`src/logic/detect_pkg.sv`:
```
package detect_pkg;

	localparam int COORD_W = 12; // Pixel coordinate width
	localparam int LEVEL_W = 5;  // Up to 32 resize levels
	localparam int WORD_W  = 12; // FIFO and readout word

	// Words per stored record in the order x, y, level
	localparam int REC_WORDS = 3;

	typedef logic [COORD_W-1:0] coord_t;
	typedef logic [LEVEL_W-1:0] level_t;
	typedef logic [WORD_W-1:0]  word_t;

	// Window origin plus the resize level it was found at
	typedef struct packed {
		coord_t x;
		coord_t y;
		level_t level;
	} result_rec_t;

endpackage

```
`src/logic/step_counter.sv`:
```
module step_counter
#(
	parameter int WIDTH = 2
)
(
	input  logic             clk,
	input  logic             reset,
	input  logic             i_enable,
	output logic [WIDTH-1:0] o_count,
	output logic             o_last
);

	// Final index of a record sequence
	localparam logic [WIDTH-1:0] LAST = WIDTH'(detect_pkg::REC_WORDS - 1);

	logic [WIDTH-1:0] count;

	always_ff @(posedge clk)
	begin
		if (reset)
		begin
			count <= '0;
		end
		else if (i_enable)
		begin
			if (count == LAST)
				count <= '0; // Wrap for next record
			else
				count <= count + 1'b1;
		end
	end

	assign o_count = count;
	assign o_last  = (count == LAST);

endmodule

```
`src/logic/result_fifo.sv`:
```
module result_fifo
#(
	parameter int ADDR_WIDTH = 4
)
(
	input  logic                  clk,
	input  logic                  reset,
	input  logic                  i_wr,
	input  detect_pkg::word_t     i_wr_data,
	input  logic                  i_rd,
	output detect_pkg::word_t     o_rd_data,
	output logic [ADDR_WIDTH:0]   o_used
);

	localparam int DEPTH = 1 << ADDR_WIDTH;

	detect_pkg::word_t mem [DEPTH];
	detect_pkg::word_t rd_data;

	logic [ADDR_WIDTH-1:0] wr_ptr;
	logic [ADDR_WIDTH-1:0] rd_ptr;
	logic [ADDR_WIDTH:0]   used;

	// Storage and registered read word
	always_ff @(posedge clk)
	begin
		if (i_wr)
			mem[wr_ptr] <= i_wr_data;
		if (i_rd)
			rd_data <= mem[rd_ptr]; // Word appears the cycle after i_rd
	end

	always_ff @(posedge clk)
	begin
		if (reset)
		begin
			wr_ptr <= '0;
			rd_ptr <= '0;
			used   <= '0;
		end
		else
		begin
			if (i_wr)
				wr_ptr <= wr_ptr + 1'b1;
			if (i_rd)
				rd_ptr <= rd_ptr + 1'b1;
			case ({i_wr, i_rd})
				2'b10:   used <= used + 1'b1;
				2'b01:   used <= used - 1'b1;
				default: used <= used; // Both or neither
			endcase
		end
	end

	assign o_rd_data = rd_data;
	assign o_used    = used;

	// Writer must check room before it commits a record
	a_no_write_full: assert property (@(posedge clk) disable iff (reset)
		i_wr |-> (used != DEPTH[ADDR_WIDTH:0]));

	// Reader only starts on a complete stored record
	a_no_read_empty: assert property (@(posedge clk) disable iff (reset)
		i_rd |-> (used != '0));

endmodule

```
`src/logic/window_scanner.sv`:
```
module window_scanner
#(
	parameter int IMG_WIDTH  = 64,
	parameter int IMG_HEIGHT = 48,
	parameter int WIN_SIZE   = 24,
	parameter int STEP       = 8,
	parameter int NUM_LEVELS = 2
)
(
	input  logic                    clk,
	input  logic                    reset,
	input  logic                    i_advance,
	output detect_pkg::result_rec_t o_window,
	output logic                    o_scan_done
);

	// Distance from origin to the far edge of the next window
	localparam int SPAN = STEP + WIN_SIZE;

	detect_pkg::result_rec_t win;
	logic done;
	logic x_wrap;
	logic y_wrap;
	logic last_level;

	// Next step would push the window past the image edge
	assign x_wrap     = (int'(win.x) + SPAN) > IMG_WIDTH;
	assign y_wrap     = (int'(win.y) + SPAN) > IMG_HEIGHT;
	assign last_level = (win.level == detect_pkg::level_t'(NUM_LEVELS - 1));

	always_ff @(posedge clk)
	begin
		if (reset)
		begin
			win  <= '0;
			done <= 1'b0;
		end
		else if (i_advance && !done)
		begin
			if (!x_wrap)
			begin
				win.x <= win.x + detect_pkg::coord_t'(STEP);
			end
			else if (!y_wrap)
			begin
				win.x <= '0;
				win.y <= win.y + detect_pkg::coord_t'(STEP); // Next row
			end
			else if (!last_level)
			begin
				win.x     <= '0;
				win.y     <= '0;
				win.level <= win.level + 1'b1; // Next resize level
			end
			else
			begin
				// Position stays put on the last window of the last level
				done <= 1'b1;
			end
		end
	end

	assign o_window    = win;
	assign o_scan_done = done;

	// Strobes are gated upstream once the scan is finished
	a_no_advance_after_done: assert property (@(posedge clk) disable iff (reset)
		done |-> !i_advance);

endmodule

```
`src/logic/detection_result.sv`:
```
module detection_result
#(
	parameter int FIFO_DEPTH = 16
)
(
	input  logic                         clk,
	input  logic                         reset,
	input  logic                         i_window_done,
	input  logic                         i_hit,
	input  detect_pkg::result_rec_t      i_window,
	input  logic                         i_read,
	input  logic [$clog2(FIFO_DEPTH):0]  i_used,
	input  detect_pkg::word_t            i_rd_data,
	output logic                         o_ready,
	output logic                         o_advance,
	output logic                         o_wr,
	output detect_pkg::word_t            o_wr_data,
	output logic                         o_rd,
	output detect_pkg::word_t            o_data,
	output logic                         o_data_valid,
	output logic                         o_record_end,
	output logic                         o_record_avail,
	output logic                         o_overflow
);

	localparam int IDX_W = $clog2(detect_pkg::REC_WORDS);

	typedef enum logic {WR_IDLE, WR_BUSY} wr_state_t;
	typedef enum logic {RD_IDLE, RD_BUSY} rd_state_t;

	wr_state_t wr_state;
	rd_state_t rd_state;

	detect_pkg::result_rec_t rec; // Captured hit window
	logic [IDX_W-1:0] wr_idx;
	logic wr_last;
	logic rd_last;
	logic accept;
	logic room;
	logic rd_start;
	logic wr_done;
	logic data_valid;
	logic record_end;
	logic overflow;
	logic [$clog2(FIFO_DEPTH):0] rec_count; // Complete records in FIFO

	assign o_ready  = (wr_state == WR_IDLE);
	assign accept   = i_window_done && o_ready;
	assign room     = (int'(i_used) + detect_pkg::REC_WORDS) <= FIFO_DEPTH;
	assign wr_done  = (wr_state == WR_BUSY) && wr_last;
	assign rd_start = (rd_state == RD_IDLE) && i_read && o_record_avail;

	always_ff @(posedge clk)
	begin
		if (reset)
		begin
			wr_state <= WR_IDLE;
			overflow <= 1'b0;
		end
		else if (accept && i_hit)
		begin
			if (room)
				wr_state <= WR_BUSY;
			else
				overflow <= 1'b1; // Record dropped and the flag stays set
		end
		else if (wr_done)
		begin
			wr_state <= WR_IDLE;
		end
	end

	always_ff @(posedge clk)
	begin
		if (accept && i_hit && room)
			rec <= i_window;
	end

	// Word order x, y, level
	always_comb
	begin
		case (wr_idx)
			0:       o_wr_data = rec.x;
			1:       o_wr_data = rec.y;
			default: o_wr_data = detect_pkg::word_t'(rec.level);
		endcase
	end

	step_counter #(.WIDTH(IDX_W)) u_wr_counter
	(
		.clk      (clk),
		.reset    (reset),
		.i_enable (o_wr),
		.o_count  (wr_idx),
		.o_last   (wr_last)
	);

	always_ff @(posedge clk)
	begin
		if (reset)
		begin
			rd_state   <= RD_IDLE;
			data_valid <= 1'b0;
			record_end <= 1'b0;
		end
		else
		begin
			if (rd_start)
				rd_state <= RD_BUSY;
			else if (rd_last)
				rd_state <= RD_IDLE;
			data_valid <= o_rd;
			record_end <= o_rd && rd_last; // Third word read
		end
	end

	step_counter #(.WIDTH(IDX_W)) u_rd_counter
	(
		.clk      (clk),
		.reset    (reset),
		.i_enable (o_rd),
		.o_count  (),
		.o_last   (rd_last)
	);

	always_ff @(posedge clk)
	begin
		if (reset)
			rec_count <= '0;
		else if (wr_done && !rd_start)
			rec_count <= rec_count + 1'b1;
		else if (rd_start && !wr_done)
			rec_count <= rec_count - 1'b1;
	end

	assign o_advance      = accept;
	assign o_wr           = (wr_state == WR_BUSY);
	assign o_rd           = rd_start || (rd_state == RD_BUSY);
	assign o_data         = i_rd_data;
	assign o_data_valid   = data_valid;
	assign o_record_end   = record_end;
	assign o_record_avail = (rec_count != '0);
	assign o_overflow     = overflow;

	// Room was checked at capture, so every word of a record fits
	a_wr_has_room: assert property (@(posedge clk) disable iff (reset)
		o_wr |-> (int'(i_used) < FIFO_DEPTH));

endmodule

```
`src/logic/detection_result_top.sv`:
```
module detection_result_top
#(
	parameter int IMG_WIDTH       = 64,
	parameter int IMG_HEIGHT      = 48,
	parameter int WIN_SIZE        = 24,
	parameter int STEP            = 8,
	parameter int NUM_LEVELS      = 2,
	parameter int FIFO_ADDR_WIDTH = 4
)
(
	input  logic              clk,
	input  logic              reset,
	input  logic              i_window_done,
	input  logic              i_hit,
	input  logic              i_read,
	output logic              o_ready,
	output logic              o_scan_done,
	output detect_pkg::word_t o_data,
	output logic              o_data_valid,
	output logic              o_record_end,
	output logic              o_record_avail,
	output logic              o_overflow
);

	localparam int FIFO_DEPTH = 1 << FIFO_ADDR_WIDTH;

	detect_pkg::result_rec_t window;
	detect_pkg::word_t fifo_wr_data;
	detect_pkg::word_t fifo_rd_data;
	logic [FIFO_ADDR_WIDTH:0] fifo_used;
	logic fifo_wr;
	logic fifo_rd;
	logic advance;
	logic scan_done;
	logic window_done_live;

	// No strobe is accepted once the scan is over
	assign window_done_live = i_window_done && !scan_done;

	window_scanner
	#(
		.IMG_WIDTH  (IMG_WIDTH),
		.IMG_HEIGHT (IMG_HEIGHT),
		.WIN_SIZE   (WIN_SIZE),
		.STEP       (STEP),
		.NUM_LEVELS (NUM_LEVELS)
	)
	u_scanner
	(
		.clk         (clk),
		.reset       (reset),
		.i_advance   (advance),
		.o_window    (window),
		.o_scan_done (scan_done)
	);

	detection_result #(.FIFO_DEPTH(FIFO_DEPTH)) u_result
	(
		.clk            (clk),
		.reset          (reset),
		.i_window_done  (window_done_live),
		.i_hit          (i_hit),
		.i_window       (window),
		.i_read         (i_read),
		.i_used         (fifo_used),
		.i_rd_data      (fifo_rd_data),
		.o_ready        (o_ready),
		.o_advance      (advance),
		.o_wr           (fifo_wr),
		.o_wr_data      (fifo_wr_data),
		.o_rd           (fifo_rd),
		.o_data         (o_data),
		.o_data_valid   (o_data_valid),
		.o_record_end   (o_record_end),
		.o_record_avail (o_record_avail),
		.o_overflow     (o_overflow)
	);

	result_fifo #(.ADDR_WIDTH(FIFO_ADDR_WIDTH)) u_fifo
	(
		.clk       (clk),
		.reset     (reset),
		.i_wr      (fifo_wr),
		.i_wr_data (fifo_wr_data),
		.i_rd      (fifo_rd),
		.o_rd_data (fifo_rd_data),
		.o_used    (fifo_used)
	);

	assign o_scan_done = scan_done;

endmodule

```
`config.mk`:
```
export PLATFORM = sky130hd
export DESIGN_NAME = detection_result_top
export DESIGN_NICKNAME = d
export VERILOG_FILES = /design/src/logic/detect_pkg.sv /design/src/logic/step_counter.sv /design/src/logic/result_fifo.sv /design/src/logic/window_scanner.sv /design/src/logic/detection_result.sv /design/src/logic/detection_result_top.sv
export SDC_FILE = /design/constraint.sdc
export NUM_CORES = 1
export LEC_CHECK = 0
export ABC_AREA = 1
export CORE_MARGIN = 1.5
export CORE_UTILIZATION = 45
export DETAILED_ROUTE_END_ITERATION = 8
export DONT_BUFFER_PORTS = 1
export PLACE_DENSITY = 0.72
export SLEW_MARGIN = 20
export SYNTH_ARGS = -nofsm -noshare
export SYNTH_HDL_FRONTEND = slang
export SYNTH_SLANG_ARGS = --single-unit
export TNS_END_PERCENT = 100
```
`constraint.sdc`:
```
create_clock -name clk -period 2.2 [get_ports clk]
set_clock_uncertainty 0.1 [all_clocks]
set_input_delay 0.22 -clock clk [delete_from_list [all_inputs] [get_ports clk]]
set_output_delay 0.22 -clock clk [all_outputs]
set_load 0.01 [all_outputs]
```
==> qor.csv, run 1 <==
metric,value,unit
CP required,2520,ps
clock buffer depth,3,
post-synthesis register bit count,278,
IO buf count,0,
Final Non-Filler Cells,1301,
syn_area_per_cell,12.4,um^2
pin count of the biggest net entering global routing,53,
Max-Cap Viols,0,
initial antenna violation count,0,
ratio of cells with drive above 1 in the final layout,12.8,%
top-level port count,23,
Synth async-reset ratio,0,%
Vias/cell,5.40,
area grow syn2layout,14.7,%
# H-tree levels,1,
post-synthesis net count,939,
CP startpoint,u_result.rec_count[0],
number of distinct library cells after synthesis,37,
# diodes,0,
die height,162,um
placed insts,1243,
routed length on met2,11300,um
cell taking the most area after synthesis,edfxtp_1,
Yosys Warn Count,0,
crit path DAT,2480,ps
hold_ws,27.9,ps
multi-input logic area,0.00317,mm^2
Max Clk Rate,462,MHz
Tmin final,2160,ps
vias in the first global route,6697,
CTS tree,built,
Initial DRT Pass Iterations,5,
drt total wl,23900,um
core area,0.0245,mm^2
final hold violations,0,
Most used DFF post-synth,edfxtp_1,
clock sinks,278,
Post-DRT Antenna Nets,0,
dpl hpwl,14200,um
Register Area,0.00785,mm^2
Post-DP Area,0.0121,mm^2
grt total ovfl,0,
WL/cell,18.4,um
crit share post-route,98.3,%
Lkg Pwr,4.51,nW
first-pass GRT wire length,37100,um
wire length on met3,1540,um
HP Start,i_hit,
row cnt,57,
"Max FO, Critical Path",4,
DR iter-0 viols,589,
Root Driver,clkbuf_16,
Worst-Skew Late Latency,530,ps
maximum VDD drop,753,uV
drc violations,0,
Worst-Margin Slew,678,ps
Die Width,162,um
largest cells by area after synthesis,"edfxtp_1 60%, dfxtp_1 9.0%, nor2_1 4.7%",
fillers,2054,
critical path class,flop to flop,
Slew Limit Fails,0,
status,completed,
Hold/Removal Path Class,primary input to flop,
Initial Util,46.3,%
gpl congestion,0.834,
RSZ-0062 raised after global routing,true,
Post-Route M1 WL,10500,um
pwr dens,1130,mW/mm^2
Clock transition at path regs,60,ps
Inserted Clock Buffers,28,
gr usage total,18.5,%
final instance area,0.0130,mm^2
sequential area share after synthesis,69.1,%
Total Power,0.0147,W
Critical R2R Launch,u_result.rec_count[0],
TNS Setup,0,ps
post-synthesis cell count,912,
via count,7031,
Die ar.,0.0262,mm^2
max layer used,met4,
Synth top area share,60.1,%
Slew HR,54.8,%
startpoint type of the worst setup path,flop,
Final #Nets,982,
"EDFF count, synth",227,
nature of the critical path endpoint,flop,
synthesized area,0.0113,mm^2
setup violators final,0,
[power by group]
group | switching (W) | internal (W) | leakage (nW)
combinational | 0.00221 | 0.00143 | 1.59
clock | 0.00186 | 0.00253 | 0.418
sequential | 0.000335 | 0.00632 | 2.50
total | 0.00440 | 0.0103 | 4.51
[final timing paths]
kind                                              end  slack (ps)  cells after the start
worst max register to register  u_result.rec_count[4]          40                     13
worst max-delay path            u_result.rec_count[4]          40                     13
worst min register to register       u_result.rec[16]         330                      0
worst min-delay path                  u_result.rec[0]          30                      3
[placed cells by master, fill, tap and decap left out, types with 4 or more instances in the layout]
master,netlist,final
clkbuf_1,30,13
o221ai_1,32,32
nand3_1,31,31
nor2_1,143,141
xnor2_1,6,6
buf_12,0,6
o32ai_1,16,16
nand2_1,89,88
o21ai_0,67,66
nand4_1,9,9
buf_4,2,50
o211ai_1,16,16
inv_1,53,50
edfxtp_1,227,227
nor3_1,6,5
dfxtp_1,51,46
a22o_1,7,7
clkbuf_16,0,28
dfxtp_2,0,4
xor2_1,8,8
a21oi_1,29,27
mux2i_1,32,32
ha_1,20,15
clkbuf_8,0,5
[sequential cells by signal, indices dropped and copies added, names as in the netlist, 2 cells and up]
register	flops
u_fifo.mem	192
u_fifo.o_rd_data	12
u_fifo.o_used	5
u_fifo.rd_ptr	4
u_fifo.wr_ptr	4
u_result.rec	23
u_result.rec_count	5
u_result.u_rd_counter.o_count	2
u_result.u_wr_counter.o_count	2
u_scanner.o_window	23
[cells by family after synthesis]
| family | count (synthesis) | share of synthesized area, % |
|---|---|---|
| buffers and inverters | 101 | 3.67 |
| xor gates and xnor gates | 14 | 1.08 |
| AOI/OAI and AO/OA | 177 | 10.2 |
| and+or+nand+nor | 288 | 10.6 |
| DFF | 278 | 69.1 |
| muxes | 32 | 2.82 |
| adders and majority gates | 22 | 2.56 |
[area by class of cell]
cell class	instances	share of cell area (%)
clock inverters	6	0.327
clock buffers	46	6.28
inverters	55	1.60
repair buffers	59	4.04
flip-flops and latches	278	60.3
well taps	324	3.11
multi-input cells	533	24.4
[per-layer routing]
layer  up-vias  global-route usage (%)
met5         -                       0
met4         0                    5.55
met3        47                    3.32
met2       206                    30.4
met1      3364                    25.1
li1       3414                       -
[Yosys cell counts (7+ instances only)]
cell type and count:
a22o_1 7, nand3_1 31, edfxtp_1 227, a21oi_1 29, o21ai_0 67, nand4_1 9
buf_2 12, ha_1 20, dfxtp_1 51, o221ai_1 32, xor2_1 8, o32ai_1 16
nand2_1 89, clkbuf_1 30, mux2i_1 32, nor2_1 143, o211ai_1 16, inv_1 53
[worst max-delay path, cell delays in order, from the launching register on]
cell	delay, ps
dfxtp_2	320
nor2_2	100
nand4_1	140
nand3_1	110
ha_2	210
inv_4	60
fa_2	350
a21o_1	180
a21oi_2	130
nor2_1	50
nor2_1	70
nand2_1	70
o21ai_1	110
a21oi_1	50
[per-stage QoR]
step                setup slack, ps  utilization (%)
floorplan                     -34.4                -
global placement               44.4             49.2
detailed placement             13.0             49.2
CTS                            2.31             53.0
global route                   -204             53.1
finish                         36.5             53.1
[what timing repair did]
item / 4_1_cts / 5_1_grt
pin swaps: 0 / 4
hold buffers: 4 / 0
setup buffers: 1 / 1
endpoints found under the hold margin: 33 / 0
gates resized for setup: 0 / 9
setup endpoints to repair: 1 / 24
(Power assumes the default switching activity.)
==> run 2: changes to the inputs <==
--- a/config.mk
+++ b/config.mk
@@ -10,7 +10,8 @@
 export CORE_UTILIZATION = 45
 export DETAILED_ROUTE_END_ITERATION = 8
 export DONT_BUFFER_PORTS = 1
-export PLACE_DENSITY = 0.72
+export PLACE_DENSITY = 0.7
+export SKIP_CTS_REPAIR_TIMING = 1
 export SLEW_MARGIN = 20
 export SYNTH_ARGS = -nofsm -noshare
 export SYNTH_HDL_FRONTEND = slang
==> constraint.sdc (replaced) <==
create_clock -name clk -period 2.52 [get_ports clk]
set_clock_uncertainty 0.1 [all_clocks]
set_input_delay 0.252 -clock clk [delete_from_list [all_inputs] [get_ports clk]]
set_output_delay 0.252 -clock clk [all_outputs]
set_load 0.01 [all_outputs]
==> run 2 against run 1 <==
Against the previous run:
- design area down 1.3%
- via count is 0.16% higher
- sequential power decreased by 12%
- largest power group unchanged
==> qor.csv, run 2 (synthesis results as in run 1) <==
metric,value,unit
Inserted Clock Buffers,28,
multi-input logic area,0.00311,mm^2
Initial DRT Pass Iterations,4,
Initial Util,46.3,%
initial antenna violation count,0,
gr usage total,18.0,%
setup violators final,0,
crit path DAT,2610,ps
crit path cell chain,nor2_1 > nand4_1 > nand3_1 > ha_1 > inv_1 > ha_1 > a21o_1 > a21oi_2 > nor2_1 > nor2_1 > nand2_1 > o21ai_0 > a21oi_1,
Final #Nets,966,
first-pass GRT wire length,36600,um
Tmin final,2290,ps
TNS Setup,0,ps
RSZ-0062 raised after global routing,false,
maximum VDD drop,713,uV
most frequent CP cell,nor2_1,
"Max FO, Critical Path",4,
Top reg by flops,u_fifo.mem,
Worst-Margin Slew,735,ps
Register Area,0.00784,mm^2
pwr dens,995,mW/mm^2
critical path class,flop to flop,
area grow syn2layout,13.2,%
dpl hpwl,13700,um
crit share post-route,90.8,%
Crit path largest cell delay,410,ps
"commonest non-fill, non-tap cell in the layout",edfxtp_1,
Die ar.,0.0262,mm^2
Worst-Skew Late Latency,530,ps
CP required,2840,ps
Max-Cap Viols,0,
vias in the first global route,6785,
core area,0.0245,mm^2
ratio of cells with drive above 1 in the final layout,10.2,%
Hold/Removal Path Class,primary input to flop,
status,completed,
Root Driver,clkbuf_16,
# H-tree levels,1,
nature of the critical path endpoint,flop,
r2r setup slk,230,ps
clock sinks,278,
Post-DRT Antenna Nets,0,
pin count of the biggest net entering global routing,67,
number of flip-flops in the largest register,192,
IO buf count,0,
gpl congestion,0.814,
CTS tree,built,
Die Width,162,um
Slew Limit Fails,0,
drt total wl,23300,um
final core occ,52.4,%
top-level port count,23,
WL/cell,18.1,um
most frequent cells in the layout,"227 x edfxtp_1, 142 x nor2_1, 88 x nand2_1, 67 x o21ai_0, 52 x inv_1",
Max Clk Rate,437,MHz
via count,7042,
final hold violations,0,
die height,162,um
DR iter-0 viols,485,
Slew HR,50.9,%
Vias/cell,5.48,
fillers,2103,
row cnt,57,
startpoint type of the worst setup path,flop,
# diodes,0,
grt total ovfl,0,
drc violations,0,
Clock transition at path regs,60,ps
clock buffer depth,3,
Crit-path slowest cell,dfxtp_1,
Lkg Pwr,4.44,nW
[run 2: cell types whose count changed in the layout (fill, tap and decap cells not counted), moves of 4 or more]
| cell | previous run | this run |
|---|---|---|
| ha_1 | 15 | 20 |
| clkbuf_1 | 13 | 7 |
| clkbuf_8 | 5 | 0 |
| buf_4 | 50 | 36 |
| clkinv_1 | 3 | 7 |
[run 2: path summary, 6_finish.rpt]
check	start	to	depth (start not counted)
min	i_window_done	u_scanner.o_window[21]	4
min reg2reg	u_scanner.o_window[16]	u_result.rec[16]	0
max reg2reg	u_result.rec_count[1]	u_result.rec_count[4]	13
max	u_result.rec_count[1]	u_result.rec_count[4]	13
[run 2: critical path, delay by kind of cell, from the launching register on]
family	cells	cell delay [ps]
and+or+nand+nor	6	460
AOI/OAI and AO/OA	4	540
buffers and inverters	1	140
adders and majority gates	2	530
DFF	1	410
[run 2: area by class of cell]
cell class	count	share of cell area, %
repair buffers	43	3.04
well taps	324	3.15
inverters	55	1.61
flip-flops and latches	278	61.0
multi-input cells	533	24.2
clock buffers	35	5.66
clock inverters	17	1.33
[run 2: through the flow]
step                area (um^2)  instances  hold WS [ps]  worst slack [ps]  total power (W)
CTS                       12800       1282          -333               145           0.0128
floorplan                 11400        912           236              99.2          0.00794
detailed placement        11900       1230           223               160          0.00882
global route              12900       1285          62.8              11.8           0.0134
finish                    12900       1285          21.0               231           0.0128
global placement          11900       1230           220               176          0.00875
[run 2: metal layers]
metal | wire length [um] | global-route usage [%] | share of wire (%)
met1 | 10200 | 23.9 | 44
met2 | 11300 | 30.5 | 49
met4 | 512 | 4.88 | 2.2
met5 | 0 | 0 | 0
met3 | 1210 | 3.35 | 5.2
[run 2: report_power, final]
| group | leakage (nW) | switching (W) | internal, W |
|---|---|---|---|
| logic | 1.51 | 0.00184 | 0.00107 |
| clock network | 0.428 | 0.00167 | 0.00235 |
| registers | 2.50 | 0.000338 | 0.00552 |
| total | 4.44 | 0.00385 | 0.00894 |
==> run 3: changes to the inputs <==
==> constraint.sdc (replaced) <==
create_clock -name clk -period 2.6 [get_ports clk]
set_clock_uncertainty 0.1 [all_clocks]
set_input_delay 0.26 -clock clk [delete_from_list [all_inputs] [get_ports clk]]
set_output_delay 0.26 -clock clk [all_outputs]
set_load 0.01 [all_outputs]
==> run 3 against run 2 <==
Against the previous run:
- count of clock-buffer cells in the layout fell by 1
- die area unchanged
- setup slack got worse by 21 ps
- via count down 0.57%
- first-iteration DRC count rose by 38%
- total power fell by 4.7%
- non-clock buffer count unchanged
- core utilization shrank 0.30 points
- sequential power fell by 4.6%
- combinational power down 3%
- critical path type unchanged
- largest cell class unchanged
- highest routed layer unchanged
==> qor.csv, run 3 (synthesis results as in run 1) <==
metric,value,unit
P_int,0.00854,W
status,completed,
FF-to-FF path depth,13,
Post-DRT Antenna Nets,0,
# diodes,0,
pwr dens,954,mW/mm^2
Final #Nets,965,
Slew Limit Fails,0,
P_sw,0.00365,W
Top reg by flops,u_fifo.mem,
first-pass GRT wire length,36900,um
vias in the first global route,6752,
most frequent cells in the layout,"227 x edfxtp_1, 142 x nor2_1, 89 x nand2_1, 67 x o21ai_0, 52 x inv_1",
gr usage total,18.0,%
crit share post-route,91.9,%
maximum VDD drop,668,uV
Worst-Margin Slew,650,ps
CP Capture Point,u_result.rec_count[4],
Clock transition at path regs,60,ps
Buf/Inv on CP,1,
top-level port count,23,
crit path cell chain,nor2_1 > nand4_1 > nand3_1 > ha_1 > inv_1 > ha_1 > a21o_1 > a21oi_2 > nor2_1 > nor2_1 > nand2_1 > o21ai_0 > a21oi_1,
Max Clk Rate,418,MHz
Slew HR,56.6,%
initial antenna violation count,0,
clock sinks,278,
combinational fraction of design power,23.0,%
"commonest non-fill, non-tap cell in the layout",edfxtp_1,
hold depth,4,
clock share of power,31.1,%
Worst-Skew Late Latency,530,ps
Initial DRT Pass Iterations,5,
DR iter-0 viols,669,
Vias/cell,5.46,
critical path class,flop to flop,
gpl congestion,0.814,
"delay-heaviest family, CP",simple AND/OR/NAND/NOR gates,
CTS tree,built,
switch share,29.9,%
Initial Util,46.3,%
Crit. path cell count,13,
Root Driver,clkbuf_16,
final hold violations,0,
r2r setup slk,210,ps
die height,162,um
ratio of cells with drive above 1 in the final layout,9.80,%
FF-to-FF End,u_result.rec_count[4],
Inserted Clock Buffers,27,
Crit path largest cell delay,350,ps
area grow syn2layout,12.6,%
Lkg Pwr,4.42,nW
via count,7002,
Critical R2R Launch,u_result.rec_count[0],
# H-tree levels,1,
crit path DAT,2710,ps
Die Width,162,um
IO buf count,0,
drc violations,0,
drt total wl,23300,um
Hold/Removal Path Class,primary input to flop,
Reg power frac,45.9,%
Total Power,0.0122,W
core area,0.0245,mm^2
setup violators final,0,
CP startpoint,u_result.rec_count[0],
Tmin final,2390,ps
most frequent CP cell,nor2_1,
WL/cell,18.1,um
Max-Cap Viols,0,
CP required,2920,ps
row cnt,57,
grt total ovfl,0,
Die ar.,0.0262,mm^2
pin count of the biggest net entering global routing,99,
"Max FO, Critical Path",5,
final core occ,52.1,%
Crit-path slowest cell,dfxtp_2,
number of flip-flops in the largest register,192,
startpoint type of the worst setup path,flop,
nature of the critical path endpoint,flop,
clock buffer depth,3,
dpl hpwl,13900,um
==> run 3: changes by cell type in the layout (fill, tap and decap cells not counted) <==
cell | before | now
ha_1 | 20 | 19
clkinvlp_4 | 3 | 0
nand2_2 | 3 | 2
clkbuf_16 | 28 | 27
buf_12 | 5 | 3
inv_6 | 0 | 1
clkinv_1 | 7 | 9
ha_2 | 0 | 1
nand2_1 | 88 | 89
clkinv_8 | 1 | 0
buf_4 | 36 | 38
==> run 3: cell type report <==
| cell class | count | area, um^2 |
|---|---|---|
| clock inverter | 16 | 149 |
| sequential | 278 | 7840 |
| tap | 324 | 405 |
| timing repair buffer | 43 | 365 |
| fill | 2046 | 11800 |
| multi-input combinational | 533 | 3110 |
| inverter | 55 | 206 |
| clock buffer | 34 | 702 |
==> run 3: power by group through the flow <==
stage,registers (W),logic (W),clock network [W]
after CTS,0.00559,0.00279,0.00386
final,0.00559,0.00281,0.00379
after floorplan,0.00560,0.00210,0
after global placement,0.00567,0.00271,0
after detailed placement,0.00569,0.00278,0
after global routing,0.00563,0.00317,0.00402
==> run 3: tightest hold or removal path, stage by stage <==
cell	delay, ps
nand3_1	140
nor2_1	80
nand2_1	60
a21oi_1	60
==> run 3: how the worst min path moves through the flow <==
| stage | startpoint | slack [ps] | to |
|---|---|---|---|
| 3_5_place_dp | reset | 230 | u_scanner.o_window[24] |
| 6_report | i_window_done | 20 | u_scanner.o_window[21] |
| 3_3_place_gp | reset | 230 | u_scanner.o_window[24] |
| 4_1_cts | reset | -340 | u_scanner.o_window[24] |
| 2_1_floorplan | reset | 240 | u_result.o_data_valid |
| 5_1_grt | i_window_done | 70 | u_scanner.o_window[21] |
==> run 3: metal layers <==
metal / global-route usage, % / part of all wire (%) / up-vias
met4: 4.55 / 2.0 / 0
met5: 0 / 0 / -
li1: - / - / 3365
met2: 29.1 / 47 / 184
met1: 25.6 / 46 / 3414
met3: 2.68 / 4.8 / 39
==> run 3: through the flow <==
step / setup WS (ps) / instance area (um^2) / cells / hold WS [ps] / TNS, ps
after detailed placement: 208 / 11900 / 1230 / 228 / 0
after floorplan: 71.4 / 11300 / 912 / 244 / 0
after global routing: -7.29 / 12800 / 1283 / 65.9 / -7.29
after CTS: 181 / 12700 / 1280 / -337 / 0
after global placement: 258 / 11900 / 1230 / 228 / 0
final: 210 / 12800 / 1283 / 21.7 / 0
